===== config.mk =====
export PLATFORM = sky130hd
export DESIGN_NAME = trigger_target_top
export DESIGN_NICKNAME = d
export VERILOG_FILES = /design/src/source/trigger_target_pkg.sv /design/src/source/host_bus_frontend.sv /design/src/source/pulse_timer.sv /design/src/source/trigger_collector.sv /design/src/source/trigger_reg_bank.sv /design/src/source/trigger_target_top.sv
export SDC_FILE = /design/constraint.sdc
export NUM_CORES = 1
export LEC_CHECK = 0
export BUFFER_PORTS_ARGS = -buffer_cell sky130_fd_sc_hd__buf_2
export CAP_MARGIN = 25
export CORE_UTILIZATION = 40
export CTS_CLUSTER_SIZE = 16
export DETAILED_ROUTE_END_ITERATION = 10
export HOLD_SLACK_MARGIN = 0.1
export PLACE_DENSITY = 0.54
export RECOVER_POWER = 100
export SLEW_MARGIN = 15
export SYNTH_ARGS = -nofsm -noshare
export SYNTH_HDL_FRONTEND = slang
export SYNTH_SLANG_ARGS = --single-unit

===== constraint.sdc =====
create_clock -name pll_clk1 -period 6.45 [get_ports pll_clk1]
set_clock_uncertainty 0.15 [all_clocks]
set_input_delay 0.645 -clock pll_clk1 [delete_from_list [all_inputs] [get_ports pll_clk1]]
set_output_delay 0.645 -clock pll_clk1 [all_outputs]
set_load 0.02 [all_outputs]

===== src/source/trigger_target_pkg.sv =====
// ################################################
// Trigger timer target shared definitions
// Bus widths, register map, timer types and the
// structs passed between the blocks
// ################################################
package trigger_target_pkg;

    // Host bus geometry
    parameter int ADDR_WIDTH     = 32;                      // Full host address
    parameter int BYTECNT_SIZE   = 8;                       // Byte select within a register
    parameter int REG_ADDR_WIDTH = ADDR_WIDTH - BYTECNT_SIZE; // Register index width
    parameter int COUNT_WIDTH    = 16;                      // Timer reload, two bytes

    typedef logic [REG_ADDR_WIDTH-1:0] reg_addr_t;
    typedef logic [BYTECNT_SIZE-1:0]   bytecnt_t;

    // Register map, register index space
    parameter reg_addr_t REG_IDENT       = 'h00;            // Read-only identity
    parameter reg_addr_t REG_STATUS      = 'h01;            // Sticky fire bits, W1C
    parameter reg_addr_t REG_RELOAD_BASE = 'h10;            // Reload of timer n, 2 bytes
    parameter reg_addr_t REG_CTRL_BASE   = 'h20;            // Start, stop, mode of timer n
    parameter reg_addr_t REG_COUNT_BASE  = 'h30;            // Fire count of timer n

    parameter logic [7:0] IDENT_VALUE = 8'h5A;

    // Control register bit positions
    parameter int CTRL_START_BIT = 0;                       // Self-clearing
    parameter int CTRL_STOP_BIT  = 1;                       // Self-clearing, wins over start
    parameter int CTRL_MODE_BIT  = 2;

    typedef enum logic {
        TIMER_ONESHOT  = 1'b0,                              // Idle after one fire
        TIMER_PERIODIC = 1'b1                               // Reload on fire
    } timer_mode_e;

    typedef enum logic {
        TIMER_IDLE = 1'b0,
        TIMER_RUN  = 1'b1
    } timer_state_e;

    // One register access from the host front end
    typedef struct packed {
        reg_addr_t  address;                                // Register index
        bytecnt_t   bytecnt;                                // Byte within register
        logic [7:0] wdata;                                  // Write byte
        logic       read;                                   // One-cycle read strobe
        logic       write;                                  // One-cycle write strobe
    } reg_access_t;

    // Command lane from the register bank to one timer
    typedef struct packed {
        logic [COUNT_WIDTH-1:0] reload;                     // Level
        timer_mode_e            mode;                       // Level
        logic                   start;                      // Pulse
        logic                   stop;                       // Pulse
    } timer_cmd_t;

endpackage


===== src/source/host_bus_frontend.sv =====
// ################################################
// Host bus front end
// Synchronizes the parallel host strobes and makes
// one-cycle register read and write strobes
// ################################################
`timescale 1ns/100ps

module host_bus_frontend (
    input  logic                                      pll_clk1,
    input  logic                                      rst_n,
    input  logic [trigger_target_pkg::ADDR_WIDTH-1:0] usb_addr,
    input  logic [7:0]                                usb_din,
    input  logic                                      usb_rdn,
    input  logic                                      usb_wrn,
    input  logic                                      usb_cen,
    input  logic [7:0]                                read_data,  // From register bank
    output logic [7:0]                                usb_dout,
    output logic                                      usb_isout,
    output trigger_target_pkg::reg_access_t           access
);

    logic [1:0] cen_sync;                                   // Two-flop synchronizers
    logic [1:0] wrn_sync;
    logic [1:0] rdn_sync;
    logic       wr_en;
    logic       rd_en;
    logic       wr_en_d;
    logic       rd_en_d;
    logic       wr_edge;
    logic       rd_edge;
    logic       wr_pulse;
    logic       rd_pulse;
    trigger_target_pkg::reg_addr_t addr_q;
    trigger_target_pkg::bytecnt_t  bytecnt_q;
    logic [7:0] wdata_q;

    always_ff @(posedge pll_clk1 or negedge rst_n) begin
        if (!rst_n) begin
            cen_sync <= 2'b11;                              // Strobes idle high
            wrn_sync <= 2'b11;
            rdn_sync <= 2'b11;
        end else begin
            cen_sync <= {cen_sync[0], usb_cen};
            wrn_sync <= {wrn_sync[0], usb_wrn};
            rdn_sync <= {rdn_sync[0], usb_rdn};
        end
    end

    assign wr_en   = ~cen_sync[1] & ~wrn_sync[1];
    assign rd_en   = ~cen_sync[1] & ~rdn_sync[1];
    assign wr_edge = wr_en & ~wr_en_d;                      // First cycle of access
    assign rd_edge = rd_en & ~rd_en_d;

    always_ff @(posedge pll_clk1 or negedge rst_n) begin
        if (!rst_n) begin
            wr_en_d  <= 1'b0;
            rd_en_d  <= 1'b0;
            wr_pulse <= 1'b0;
            rd_pulse <= 1'b0;
        end else begin
            wr_en_d  <= wr_en;
            rd_en_d  <= rd_en;
            wr_pulse <= wr_edge;                            // 3 cycles after input edge
            rd_pulse <= rd_edge;
        end
    end

    // Host keeps address and data stable, so capture on the edge
    always_ff @(posedge pll_clk1) begin
        if (wr_edge || rd_edge) begin
            addr_q    <= usb_addr[trigger_target_pkg::ADDR_WIDTH-1:trigger_target_pkg::BYTECNT_SIZE];
            bytecnt_q <= usb_addr[trigger_target_pkg::BYTECNT_SIZE-1:0];
            wdata_q   <= usb_din;
        end
    end

    always_comb begin
        access.address = addr_q;
        access.bytecnt = bytecnt_q;
        access.wdata   = wdata_q;
        access.read    = rd_pulse;
        access.write   = wr_pulse;
    end

    assign usb_isout = rd_en;                               // Drive bus while read held
    assign usb_dout  = usb_isout ? read_data : 8'h00;

    a_rd_wr_excl: assert property (@(posedge pll_clk1) disable iff (!rst_n)
        !(rd_pulse && wr_pulse));

endmodule


===== src/source/pulse_timer.sv =====
// ################################################
// Pulse timer
// Down-counter that fires one pulse at zero, then
// reloads or goes idle by mode
// ################################################
`timescale 1ns/100ps

module pulse_timer (
    input  logic                           pll_clk1,
    input  logic                           rst_n,
    input  trigger_target_pkg::timer_cmd_t cmd,
    output logic                           fire
);

    trigger_target_pkg::timer_state_e          state;
    logic [trigger_target_pkg::COUNT_WIDTH-1:0] count;

    // Fires reload+1 cycles after the start pulse
    assign fire = (state == trigger_target_pkg::TIMER_RUN) && (count == '0);

    always_ff @(posedge pll_clk1 or negedge rst_n) begin
        if (!rst_n) begin
            state <= trigger_target_pkg::TIMER_IDLE;
            count <= '0;
        end else if (cmd.stop) begin
            state <= trigger_target_pkg::TIMER_IDLE;       // Abort at once
        end else if (cmd.start) begin
            state <= trigger_target_pkg::TIMER_RUN;        // Restart even if running
            count <= cmd.reload;
        end else if (fire) begin
            if (cmd.mode == trigger_target_pkg::TIMER_PERIODIC)
                count <= cmd.reload;                        // Next period
            else
                state <= trigger_target_pkg::TIMER_IDLE;   // One-shot done
        end else if (state == trigger_target_pkg::TIMER_RUN) begin
            count <= count - 1'b1;
        end
    end

endmodule


===== src/source/trigger_collector.sv =====
// ################################################
// Trigger collector
// Merges timer fires into the trigger output, the
// sticky status bits, fire counts and the LED
// ################################################
`timescale 1ns/100ps

module trigger_collector #(
    parameter int NUM_TIMERS = 4
) (
    input  logic                      pll_clk1,
    input  logic                      rst_n,
    input  logic [NUM_TIMERS-1:0]      fire,
    input  logic [NUM_TIMERS-1:0]      status_clear,
    output logic [NUM_TIMERS-1:0]      status,
    output logic [NUM_TIMERS-1:0][7:0] fire_count,
    output logic                      tio_trigger,
    output logic                      led
);

    always_ff @(posedge pll_clk1 or negedge rst_n) begin
        if (!rst_n) begin
            status      <= '0;
            fire_count  <= '0;
            tio_trigger <= 1'b0;
        end else begin
            status      <= (status & ~status_clear) | fire; // Fire beats clear
            tio_trigger <= |fire;                           // One cycle after fire
            for (int n = 0; n < NUM_TIMERS; n++) begin
                if (fire[n])
                    fire_count[n] <= fire_count[n] + 8'd1;  // Wraps at 255
            end
        end
    end

    assign led = |status;                                   // Any sticky bit pending

endmodule


===== src/source/trigger_reg_bank.sv =====
// ################################################
// Trigger register bank
// Identity, status, reload and control registers,
// timer command lanes and the read multiplexer
// ################################################
`timescale 1ns/100ps

module trigger_reg_bank #(
    parameter int NUM_TIMERS = 4
) (
    input  logic                                              pll_clk1,
    input  logic                                              rst_n,
    input  trigger_target_pkg::reg_access_t                   access,
    input  logic [NUM_TIMERS-1:0]                             status,
    input  logic [NUM_TIMERS-1:0][7:0]                        fire_count,
    output logic [7:0]                                        read_data,
    output trigger_target_pkg::timer_cmd_t [NUM_TIMERS-1:0]   timer_cmd,
    output logic [NUM_TIMERS-1:0]                             status_clear
);

    logic [NUM_TIMERS-1:0][trigger_target_pkg::COUNT_WIDTH-1:0] reload_q;
    logic [NUM_TIMERS-1:0] mode_q;                          // Per-timer mode bit
    logic [NUM_TIMERS-1:0] reload_sel;                      // Address decodes
    logic [NUM_TIMERS-1:0] ctrl_sel;
    logic [NUM_TIMERS-1:0] count_sel;
    logic [NUM_TIMERS-1:0] start_hit;
    logic [NUM_TIMERS-1:0] stop_hit;
    logic                  byte0;
    logic                  byte1;
    logic                  status_sel;
    logic [7:0]            rd_mux;

    assign byte0      = access.bytecnt == 0;
    assign byte1      = access.bytecnt == 1;
    assign status_sel = access.address == trigger_target_pkg::REG_STATUS;

    // W1C of the sticky bits
    assign status_clear = (access.write && status_sel && byte0) ?
                          access.wdata[NUM_TIMERS-1:0] : '0;

    for (genvar n = 0; n < NUM_TIMERS; n++) begin : g_lane
        assign reload_sel[n] = access.address ==
            trigger_target_pkg::reg_addr_t'(trigger_target_pkg::REG_RELOAD_BASE + n);
        assign ctrl_sel[n] = access.address ==
            trigger_target_pkg::reg_addr_t'(trigger_target_pkg::REG_CTRL_BASE + n);
        assign count_sel[n] = access.address ==
            trigger_target_pkg::reg_addr_t'(trigger_target_pkg::REG_COUNT_BASE + n);

        assign stop_hit[n]  = access.write && ctrl_sel[n] && byte0 &&
                              access.wdata[trigger_target_pkg::CTRL_STOP_BIT];
        assign start_hit[n] = access.write && ctrl_sel[n] && byte0 &&
                              access.wdata[trigger_target_pkg::CTRL_START_BIT] &&
                              !access.wdata[trigger_target_pkg::CTRL_STOP_BIT]; // Stop wins

        assign timer_cmd[n] = '{reload: reload_q[n],
                                mode:   trigger_target_pkg::timer_mode_e'(mode_q[n]),
                                start:  start_hit[n],
                                stop:   stop_hit[n]};

        a_start_single: assert property (@(posedge pll_clk1) disable iff (!rst_n)
            timer_cmd[n].start |=> !timer_cmd[n].start);
        a_stop_single: assert property (@(posedge pll_clk1) disable iff (!rst_n)
            timer_cmd[n].stop |=> !timer_cmd[n].stop);
    end

    always_ff @(posedge pll_clk1 or negedge rst_n) begin
        if (!rst_n) begin
            reload_q <= '0;
            mode_q   <= '0;
        end else if (access.write) begin
            for (int n = 0; n < NUM_TIMERS; n++) begin
                if (reload_sel[n] && byte0) reload_q[n][7:0]  <= access.wdata; // Little endian
                if (reload_sel[n] && byte1) reload_q[n][15:8] <= access.wdata;
                if (ctrl_sel[n] && byte0)
                    mode_q[n] <= access.wdata[trigger_target_pkg::CTRL_MODE_BIT];
            end
        end
    end

    always_comb begin
        rd_mux = 8'h00;                                     // Unmapped reads 0
        if (access.address == trigger_target_pkg::REG_IDENT && byte0)
            rd_mux = trigger_target_pkg::IDENT_VALUE;
        if (status_sel && byte0)
            rd_mux[NUM_TIMERS-1:0] = status;
        for (int n = 0; n < NUM_TIMERS; n++) begin
            if (reload_sel[n] && byte0) rd_mux = reload_q[n][7:0];
            if (reload_sel[n] && byte1) rd_mux = reload_q[n][15:8];
            if (ctrl_sel[n] && byte0)   rd_mux = {5'b00000, mode_q[n], 2'b00}; // Pulses read 0
            if (count_sel[n] && byte0)  rd_mux = fire_count[n];
        end
    end

    always_ff @(posedge pll_clk1 or negedge rst_n) begin
        if (!rst_n)
            read_data <= 8'h00;
        else if (access.read)
            read_data <= rd_mux;                            // One cycle after read strobe
    end

endmodule


===== src/source/trigger_target_top.sv =====
// ################################################
// Trigger timer target top level
// Host bus front end, register bank, timer lanes
// and trigger collector
// ################################################
`timescale 1ns/100ps

module trigger_target_top #(
    parameter int NUM_TIMERS = 4                            // 1 to 8, status is one byte
) (
    input  logic                                      pll_clk1,
    input  logic                                      rst_n,
    input  logic [trigger_target_pkg::ADDR_WIDTH-1:0] usb_addr,
    input  logic [7:0]                                usb_din,
    input  logic                                      usb_rdn,
    input  logic                                      usb_wrn,
    input  logic                                      usb_cen,
    output logic [7:0]                                usb_dout,
    output logic                                      usb_isout,   // Board joins dout/din
    output logic                                      tio_trigger,
    output logic                                      led
);

    trigger_target_pkg::reg_access_t                 access;
    trigger_target_pkg::timer_cmd_t [NUM_TIMERS-1:0] timer_cmd;
    logic [7:0]                                      read_data;
    logic [NUM_TIMERS-1:0]                           fire;
    logic [NUM_TIMERS-1:0]                           status;
    logic [NUM_TIMERS-1:0]                           status_clear;
    logic [NUM_TIMERS-1:0][7:0]                      fire_count;

    host_bus_frontend u_frontend (
        .pll_clk1  (pll_clk1),
        .rst_n     (rst_n),
        .usb_addr  (usb_addr),
        .usb_din   (usb_din),
        .usb_rdn   (usb_rdn),
        .usb_wrn   (usb_wrn),
        .usb_cen   (usb_cen),
        .read_data (read_data),
        .usb_dout  (usb_dout),
        .usb_isout (usb_isout),
        .access    (access)
    );

    trigger_reg_bank #(
        .NUM_TIMERS (NUM_TIMERS)
    ) u_reg_bank (
        .pll_clk1     (pll_clk1),
        .rst_n        (rst_n),
        .access       (access),
        .status       (status),
        .fire_count   (fire_count),
        .read_data    (read_data),
        .timer_cmd    (timer_cmd),
        .status_clear (status_clear)
    );

    for (genvar n = 0; n < NUM_TIMERS; n++) begin : g_timer
        pulse_timer u_timer (
            .pll_clk1 (pll_clk1),
            .rst_n    (rst_n),
            .cmd      (timer_cmd[n]),
            .fire     (fire[n])
        );
    end

    trigger_collector #(
        .NUM_TIMERS (NUM_TIMERS)
    ) u_collector (
        .pll_clk1     (pll_clk1),
        .rst_n        (rst_n),
        .fire         (fire),
        .status_clear (status_clear),
        .status       (status),
        .fire_count   (fire_count),
        .tio_trigger  (tio_trigger),
        .led          (led)
    );

endmodule


Word-level counts from Yosys, hierarchy flattened
Index checks and enable logic that the tools add are counted.
Operators by class
  add/subtract/negate cells: 8
  equal/unequal tests: 22
  multiplexer cells: 52
  bitwise logic cells: 16
  reductions and logical operators: 82
Operators by type and width (number)
  $mux W16: 16
  $eq A24 B6 Y1 const B: 8
  $mux W8: 17
  $eq A24 B5 Y1 const B: 4
  $logic_not A16 Y1: 4
  $sub A16 B1 Y16 const B: 4
  $logic_and A1 B1 Y1: 44
  $add A8 B1 Y8 const B: 4
  $reduce_and A2 Y1: 16
  $eq A24 B1 Y1 const B: 1
  $logic_not A24 Y1: 1
  $reduce_bool A3 Y1: 8
  $mux W1: 16
  $ne A3 B1 Y1 const B: 4
  $ne A3 B2 Y1 const B: 4
  $reduce_and A3 Y1: 4
  $not A1 Y1: 9
  $eq A8 B1 Y1 const B: 1
  $logic_not A8 Y1: 1
  $mux W4: 2
  $reduce_or A4 Y1: 2
  $mux W7: 1
  $and A1 B1 Y1: 4
  $and A4 B4 Y4: 1
  4 further kinds: 4
Storage, ports and cells
  register bits after elaboration: 231
  input bits: 45
  word-level logic and storage cells: 217

Longest topological paths before layout
Gate-level depths: netlist (run 1).
  depth in word-level cells: 20
  mapped depth: 12
  depth with buffers taken out: 10

Cells and area by module
From an unflattened synthesis (run 1), not the netlist that was laid out.
Second synthesis, totals
  cell total of the unflattened synthesis: 1120
  area total of the unflattened synthesis: 12117.9 um2
By module, submodules not included
  pulse_timer: instances 4, cells each 132, area an instance 1186.1 um2, sequential area each 425.4 um2
  trigger_reg_bank: instances 1, cells each 403, area an instance 4231.6 um2, sequential area each 1901.8 um2
  trigger_collector: instances 1, cells each 123, area an instance 1580.3 um2, sequential area each 925.9 um2
  host_bus_frontend: instances 1, cells each 66, area an instance 1561.5 um2, sequential area each 1458.9 um2

Worst setup path before layout (run 1)
No wires, ideal clock.
  kind: flip-flop to flip-flop
  start: register g_timer[1].u_timer.count[0] (netlist name)
  end: register u_collector.fire_count[13] (netlist name)
  setup time: 0.123 ns
  data arrival time: 2.931 ns
  data required time: 6.177 ns
  path slack: 3.246 ns
  stages on the path, launching flop included: 11
  buffers on the path: 1
  clock period less this slack: 3.204 ns
  cells stage by stage: dfrtp_1 > inv_1 > ha_1 > or4b_1 > or4_1 > buf_2 > or4_4 > nor4b_4 > and4_1 > nand3_1 > xnor2_1
On the way
  cells in the longest elaborated chain, start to end: 2
RTL lines
  start, declared: RTL line pulse_timer.sv:16  | logic [trigger_target_pkg::COUNT_WIDTH-1:0] count;
  start signal, assigned: RTL line pulse_timer.sv:29  | count <= cmd.reload;
  start signal, assigned: RTL line pulse_timer.sv:32  | count <= cmd.reload;
  start signal, assigned: RTL line pulse_timer.sv:36  | count <= count - 1'b1;
  $logic_not A16 Y1: RTL line pulse_timer.sv:19  | assign fire = (state == trigger_target_pkg::TIMER_RUN) && (count == '0);
  $logic_and A1 B1 Y1: RTL line pulse_timer.sv:19
  end signal, assigned by index: RTL line trigger_collector.sv:31  | fire_count[n] <= fire_count[n] + 8'd1;
  end, declared: RTL line trigger_collector.sv:16  | output logic [NUM_TIMERS-1:0][7:0] fire_count,
Every way passes these cells.
A chain may end at the register's enable or synchronous reset.

Final worst setup path (run 1)
  start: register u_frontend.addr_q[9]
  end: register g_timer[1].u_timer.count[0] (netlist name)
On the way
  cells in the longest elaborated chain, start to end: 7
  elaborated cells between the ends (all ways): 11
  those cells by class: eq/ne (2); mux (1); bitwise (1); reduce/logical (7)
RTL lines
  start, declared: RTL line host_bus_frontend.sv:33  | trigger_target_pkg::reg_addr_t addr_q;
  start signal, assigned: RTL line host_bus_frontend.sv:71  | addr_q <= usb_addr[trigger_target_pkg::ADDR_WIDTH-1:trigger_target_pkg::BYTECNT_SIZE];
  $eq A24 B6 Y1 *: RTL line trigger_reg_bank.sv:44  | assign ctrl_sel[n] = access.address ==
  $logic_and A1 B1 Y1 * (2 in a row): RTL line trigger_reg_bank.sv:49, trigger_reg_bank.sv:51
  $logic_and A1 B1 Y1: RTL line trigger_reg_bank.sv:51  | assign start_hit[n] = access.write && ctrl_sel[n] && byte0 &&
  $logic_and A1 B1 Y1: RTL line trigger_reg_bank.sv:52  | access.wdata[trigger_target_pkg::CTRL_START_BIT] &&
  $ne A3 B2 Y1 (no line) / $reduce_bool A3 Y1 (equally long branches)
  $reduce_and A3 Y1 (no line)
Every way passes the cells marked *; elsewhere a longest branch is shown, timed or not.

==> metrics.log, run 1 <==
INFO  metric outcome = complete, but fails checks
INFO  metric violations = capacitance limit, slew limit
INFO  metric m1WireLength = roughly 16 mm
INFO  metric final.setup.tns = 0 ps
INFO  metric place_hpwl = roughly 24 mm
INFO  metric route.detailed.drc = 0
INFO  metric p_leak = about 5.7 nW
INFO  metric port-buffer-count = between 50 and 60
INFO  metric cts-root-buf = clkbuf_16
INFO  metric worst_r2r_path_depth = 8
INFO  metric finalNonFillerCells = around 1600
INFO  metric synth.distinct_cells = 75
INFO  metric ioPinCount = 56
INFO  metric grt.overflow.total = 0
INFO  metric synth.net_count = 1214
INFO  metric worstReg2RegStart = u_frontend.addr_q[9]
INFO  metric track_usage = around a quarter
INFO  metric postRouteWirelength = roughly 34 mm
INFO  metric critPathRequiredTime = roughly 6700 ps
INFO  metric worstReg2RegEnd = g_timer[1].u_timer.count[0]
INFO  metric hold_path_depth = 1
INFO  metric ctsLongestPathBuffers = 3
INFO  metric critical_path_class = reg2reg
INFO  metric max_cap_violations = 2
INFO  metric antenna-diode-count = 0
INFO  metric seq_area_frac_synth = between 50 and 60%
INFO  metric via_count = between 9000 and 10000
INFO  metric wl_per_instance = ~21 um
INFO  metric fmax = ~0.22 GHz
INFO  metric post_synth_fa_ha_maj_area_fraction = less than 1%
INFO  metric first_pass_iters = 5
INFO  metric clk_pin_slew = about 60 ps
INFO  metric setup_repair_after_global_routing_missed_its_margin = no
INFO  metric wire_length_of_the_first_global_routing_pass = between 50 and 60 mm
INFO  metric vias_per_cell = roughly 6
INFO  metric critical_path.endpoint_type = flop
INFO  metric start_util = about two fifths
INFO  metric vdd.ir_drop.worst = roughly 0.17 mV
INFO  metric timing.hold.ws = 121.0 ps
INFO  metric compound_gate_portion_of_the_synthesized_area = approximately 16%
INFO  metric worstPathMaxFanout = 34
INFO  metric core_region_area = 28630 sq um
INFO  metric final_nets = between 1000 and 1500
INFO  metric synth-main-ff-cell = dfrtp_1
INFO  metric height_of_the_die = between 150 and 200 um
INFO  metric clk_latency = ~550 ps
INFO  metric placed_cells_incl_taps = roughly 1600
INFO  metric yosysWarnings = 0
INFO  metric floorplan_die_width = roughly 170 um
INFO  metric place_congestion = roughly 0.94
INFO  metric postPlaceCellArea = ~12000 sq um
INFO  metric max-slew-margin-rel = -92.72%
INFO  metric row_count = 62
INFO  metric wl_met2 = roughly 15 mm
INFO  metric layout-area-overhead-vs-synth = 13.61%
INFO  metric synth-simple-area-share = roughly 20%
INFO  metric setup_viol_count_final = 0
INFO  metric flop_and_latch_count_out_of_synthesis = 231
INFO  metric post_cts_buffers = 0
INFO  metric syn-cell-area = 11620 sq um
INFO  metric leading_cell_type_in_the_layout_fill_and_taps_excluded = dfrtp_1
INFO  metric pin_count_of_the_biggest_net_entering_global_routing = 87
INFO  metric numClockSinks = 231
INFO  metric min_period = ~4600 ps
INFO  metric drt.antenna.violating_nets = 0
INFO  metric dr_wl_met3 = between 2 and 2.5 mm
INFO  metric grt_pass1_vias = roughly 8800
INFO  metric area_enclosed_by_the_die_boundary = around 30000 sq um
INFO  metric syn_area_per_cell = ~10 sq um
INFO  metric footprint_of_the_flip_flops_and_latches = around 6000 sq um
INFO  metric synth_xor_xnor_area_share = 2.110%
INFO  metric synth.mux.area_fraction = under 10%
INFO  metric nature_of_the_critical_path_startpoint = flop
INFO  metric r2r_slack = 1860 ps
INFO  metric finalHoldViolations = 0
INFO  metric tritoncts = done
INFO  metric tritoncts.num_buffers = 26
INFO  metric period_share = a little under three quarters
INFO  metric synth_top_family_by_area = simple AND/OR/NAND/NOR gates
INFO  metric holdPathEnd = u_frontend.addr_q[10]
INFO  metric nFillCells = between 2000 and 3000
INFO  metric most-common-layout-cells = dfrtp_1 (185), a21oi_1 (110), o21ai_0 (99)
INFO  metric finalMaxSlewViolations = 74
INFO  metric crit_arrival = 4870 ps
INFO  metric cts.htree.levels = 1
INFO  metric synth_edf_count = 40
INFO  metric antenna_found_initial = 0
INFO  metric initialDrtViolationCount = slightly below 800
INFO  metric worst_slew_pin_slew = a little under 3000 ps
INFO  metric multi_input_comb_area = ~5300 sq um
INFO  metric power-per-cell-area = ~240 nW/um^2
INFO  metric postSynthCellCount = about 1200
INFO  metric hp-class = in2reg
INFO  metric drive_gt1_share = between 10% and 20%
INFO  metric design_area = 13210 sq um
INFO  metric min_from = usb_addr[18]
INFO  metric cts_resized = 0
INFO  metric postSynth.asyncResetShare = between 80 and 90%
INFO  metric dr.max_layer_used = met4
worst max-delay path by stage:
stage	from	end	slack, ps	depth (start not counted)
floorplan	g_timer[1].u_timer.count[0]	u_collector.fire_count[13]	3250	10
finish	u_frontend.addr_q[9]	g_timer[1].u_timer.count[0]	1860	8
global placement	u_frontend.addr_q[9]	g_timer[2].u_timer.count[5]	2650	8
detailed placement	u_frontend.addr_q[9]	g_timer[2].u_timer.count[8]	2560	8
global route	u_frontend.addr_q[9]	g_timer[1].u_timer.count[12]	1510	8
CTS	u_frontend.addr_q[9]	g_timer[2].u_timer.count[8]	2520	8
timing repair:
item                                    4_1_cts  5_1_grt
hold buffers                                  4        0
endpoints found under the hold margin        87        0
endpoints found under the setup margin        0        0
cells by family (layout without fill, tap and decap cells):
| kind of cell | after synthesis | in the layout |
|---|---|---|
| AOI/OAI and AO/OA | 306 | 306 |
| xor gates and xnor gates | 28 | 28 |
| adders and majority gates | 8 | 8 |
| buffers and inverters | 82 | 149 |
| DFF | 231 | 231 |
| muxes | 79 | 79 |
| and+or+nand+nor | 427 | 427 |
flip-flops by register name, summed over array words and instances, names as in the netlist:
signal and count:
u_reg_bank.mode_q 4, u_frontend.rdn_sync 2, u_frontend.wdata_q 8, u_collector.tio_trigger 1, u_frontend.rd_en_d 1, u_frontend.wr_en_d 1, g_timer.u_timer.count 64, u_reg_bank.read_data 8
u_collector.status 4, u_frontend.rd_pulse 1, u_frontend.wrn_sync 2, u_frontend.bytecnt_q 8, u_frontend.addr_q 24, u_frontend.wr_pulse 1, u_collector.fire_count 32, u_reg_bank.timer_cmd 64
g_timer.u_timer.state 4, u_frontend.cen_sync 2
synthesized netlist by cell type, types with 11 or more instances:
| cell type | number | share of area, % |
|---|---|---|
| a21oi_1 | 112 | 4.8 |
| a31oi_1 | 11 | 0.59 |
| clkbuf_1 | 52 | 1.7 |
| dfrtp_1 | 185 | 40 |
| edfxtp_1 | 40 | 10 |
| inv_1 | 23 | 0.74 |
| mux2_2 | 71 | 6.9 |
| nand2_1 | 90 | 2.9 |
| nand2b_1 | 14 | 0.75 |
| nand3_1 | 60 | 2.6 |
| nand4_1 | 25 | 1.3 |
| nor2_1 | 78 | 2.5 |
| nor3_1 | 46 | 2.0 |
| nor4_1 | 27 | 1.5 |
| o21ai_0 | 98 | 4.2 |
| or3_1 | 12 | 0.65 |
| xnor2_1 | 23 | 1.7 |
stage by stage:
| stage | util, % | total power [mW] | worst slack [ps] |
|---|---|---|---|
| after global routing | 46.13 | 3.280 | 1510 |
| after detailed placement | 42.91 | 1.660 | 2555 |
| after global placement | 42.91 | 1.659 | 2655 |
| final | 46.13 | 3.179 | 1861 |
| after floorplan | - | 1.589 | 3246 |
| after CTS | 46.14 | 3.204 | 2518 |
where the power goes:
group,internal (mW),switching [mW],total [mW]
logic,0.0271,0.0613,0.0884
clock network,0.908,0.637,1.54
registers,1.52,0.0311,1.55
layer usage:
metal	vias to the layer above	GRT usage, %
met4	0	6.272
met2	293	35.40
met5	-	0
met3	64	4.005
li1	4440	-
met1	4666	34.55
critical path, stage by stage, from the launching register on:
cell and delay (ps):
edfxtp_1 350, nor4_1 410, nand4_1 790, nor4_1 1030
a31oi_1 220, a21oi_2 150, clkbuf_1 1030, nand3_1 160
o211ai_1 170
cell type report:
class                           count  area share, %
Timing Repair Buffer               77          3.515
Multi-Input combinational cell    848          40.10
Clock inverter                     19          1.706
Inverter                           24         0.6822
Clock buffer                       29          5.012
Sequential cell                   231          45.35
Tap cell                          384          3.638
Power figures use the tool's default switching activity.
==> inputs of run 2 (changes only) <==
Clock period 6.45 ns to 4.72 ns, I/O delays scaled along.
==> run 2 against run 1 <==
Net effect: the run still ends with capacitance limit, slew limit left; cell count is 3.0% higher; design area is 3.4% higher; core utilization is 1.6 points higher; critical path depth stayed put; total power is 38% higher; non-clock buffer count is 45 higher; worst setup slack worse by 1000 ps; hold slack better by 85 ps; sequential power is 36% higher; first-iteration DRC count is 11% lower; wire length is 1.6% higher; clock power is 38% higher.
==> metrics.log, run 2 (same netlist as run 1, synthesis figures left out) <==
INFO  metric floorplan_die_width = 172.5 um
INFO  metric outcome = complete, but fails checks
INFO  metric wl_per_instance = ~21 um
INFO  metric antenna-diode-count = 0
INFO  metric leading_cell_type_in_the_layout_fill_and_taps_excluded = dfrtp_1
INFO  metric final.setup.tns = 0 ps
INFO  metric pin_count_of_the_biggest_net_entering_global_routing = ~110
INFO  metric initialDrtViolationCount = around 700
INFO  metric worstPathMaxFanout = 17
INFO  metric critical_path_class = reg2reg
INFO  metric nature_of_the_critical_path_startpoint = flop
INFO  metric clk_latency = 550 ps
INFO  metric dr.max_layer_used = met4
INFO  metric first_pass_iters = 5
INFO  metric port-buffer-count = 55
INFO  metric hold_buffers = 44
INFO  metric max_cap_violations = 2
INFO  metric core_region_area = 28630 sq um
INFO  metric start_util = between 40% and 50%
INFO  metric max-slew-margin-rel = -91.16%
INFO  metric dr_wl_met3 = around 1.9 mm
INFO  metric tritoncts = done
INFO  metric setup_viol_count_final = 0
INFO  metric most-common-layout-cells = dfrtp_1 (185), a21oi_1 (110), o21ai_0 (99)
INFO  metric postRouteWirelength = 34.68 mm
INFO  metric drt.antenna.violating_nets = 0
INFO  metric place_hpwl = roughly 24 mm
INFO  metric wl_met2 = approximately 16 mm
INFO  metric finalHoldViolations = 0
INFO  metric wire_length_of_the_first_global_routing_pass = 53.76 mm
INFO  metric post_cts_buffers = 0
INFO  metric row_count = 62
INFO  metric route.detailed.drc = 0
INFO  metric critical_path.endpoint_type = flop
INFO  metric hp-class = reg2reg
INFO  metric cts-root-buf = clkbuf_16
INFO  metric vias_per_cell = between 5 and 6
INFO  metric ctsLongestPathBuffers = 3
INFO  metric area_enclosed_by_the_die_boundary = about 30000 sq um
INFO  metric timing.hold.ws = around 210 ps
INFO  metric antenna_found_initial = 0
INFO  metric finalMaxSlewViolations = roughly 150
INFO  metric ioPinCount = 56
INFO  metric worst_slew_pin_slew = approximately 2900 ps
INFO  metric min_period = 3904 ps
INFO  metric power-per-cell-area = about 320 nW/um^2
INFO  metric grt_pass1_vias = 9069
INFO  metric layout-area-overhead-vs-synth = 17.49%
INFO  metric p_leak = approximately 5.9 nW
INFO  metric fmax = roughly 0.26 GHz
INFO  metric clk_pin_slew = 60 ps
INFO  metric track_usage = 23.99%
INFO  metric setup_repair_after_global_routing_missed_its_margin = no
INFO  metric drive_gt1_share = between 10% and 20%
INFO  metric via_count = 9575
INFO  metric nFillCells = roughly 2700
INFO  metric grt.overflow.total = 0
INFO  metric violations = capacitance limit, slew limit
INFO  metric critPathRequiredTime = about 5000 ps
INFO  metric place_congestion = about 0.95
INFO  metric final_nets = roughly 1300
INFO  metric crit_arrival = 4210 ps
INFO  metric period_share = 82.71%
INFO  metric vdd.ir_drop.worst = 0.2312 mV
INFO  metric height_of_the_die = about 170 um
INFO  metric numClockSinks = 231
INFO  metric cts_resized = 0
INFO  metric tritoncts.num_buffers = 28
INFO  metric cts.htree.levels = 1
INFO  metric m1WireLength = 16.02 mm
-- run 2: stage by stage --
step	instance area, sq um	worst slack (ps)	util, %	power (mW)	instances
4_1_cts	13680	1095	47.81	4.411	1660
2_1_floorplan	11620	1516	-	2.171	1161
3_3_place_gp	12350	1205	43.13	2.269	1564
6_report	13660	815.9	47.71	4.380	1661
3_5_place_dp	12350	1106	43.13	2.270	1564
5_1_grt	13660	447.0	47.71	4.512	1661
-- run 2: area by class of cell --
cell class / count / area (sq um) / share of cell area (%)
sequential: 231 / 5988 / 43.85
multi-input combinational: 848 / 5308 / 38.86
timing repair buffer: 122 / 893.4 / 6.541
clock buffer: 40 / 777.0 / 5.689
tap: 384 / 480.5 / 3.518
clock inverter: 12 / 120.1 / 0.8795
inverter: 24 / 90.09 / 0.6596
-- run 2: worst max-delay path: stages (launching register included) --
cell,delay [ps]
edfxtp_1,380
nor4_1,470
and4_1,710
clkbuf_1,480
nand4_1,160
buf_4,210
o21ai_0,790
o21ai_0,230
a22oi_1,230
-- run 2: routing by layer --
| metal | vias up | GRT usage [%] |
|---|---|---|
| met5 | - | 0 |
| met4 | 0 | 6.695 |
| met3 | 62 | 3.021 |
| met2 | 303 | 37.46 |
| met1 | 4681 | 34.84 |
| li1 | 4529 | - |
-- run 2: worst paths after layout --
path	slack (ps)	start	cells after the start	endpoint
setup / recovery	820	u_frontend.addr_q[17]	8	g_timer[3].u_timer.count[12]
hold / removal	210	u_frontend.wrn_sync[0]	0	u_frontend.wrn_sync[1]
setup reg to reg	820	u_frontend.addr_q[17]	8	g_timer[3].u_timer.count[12]
hold reg to reg	210	u_frontend.wrn_sync[0]	0	u_frontend.wrn_sync[1]
max in group asynchronous	1520	rst_n	2	u_reg_bank.timer_cmd[47]
min in group asynchronous	1220	rst_n	2	g_timer[3].u_timer.count[5]
-- run 2: where the power goes --
| group | leakage, nW | internal [mW] | switching, mW | total [mW] |
|---|---|---|---|---|
| Combinational | 2.43 | 0.0586 | 0.0965 | 0.155 |
| Clock | 0.426 | 1.25 | 0.866 | 2.12 |
| Sequential | 3.02 | 2.07 | 0.0355 | 2.11 |
| Total | 5.87 | 3.38 | 0.998 | 4.38 |
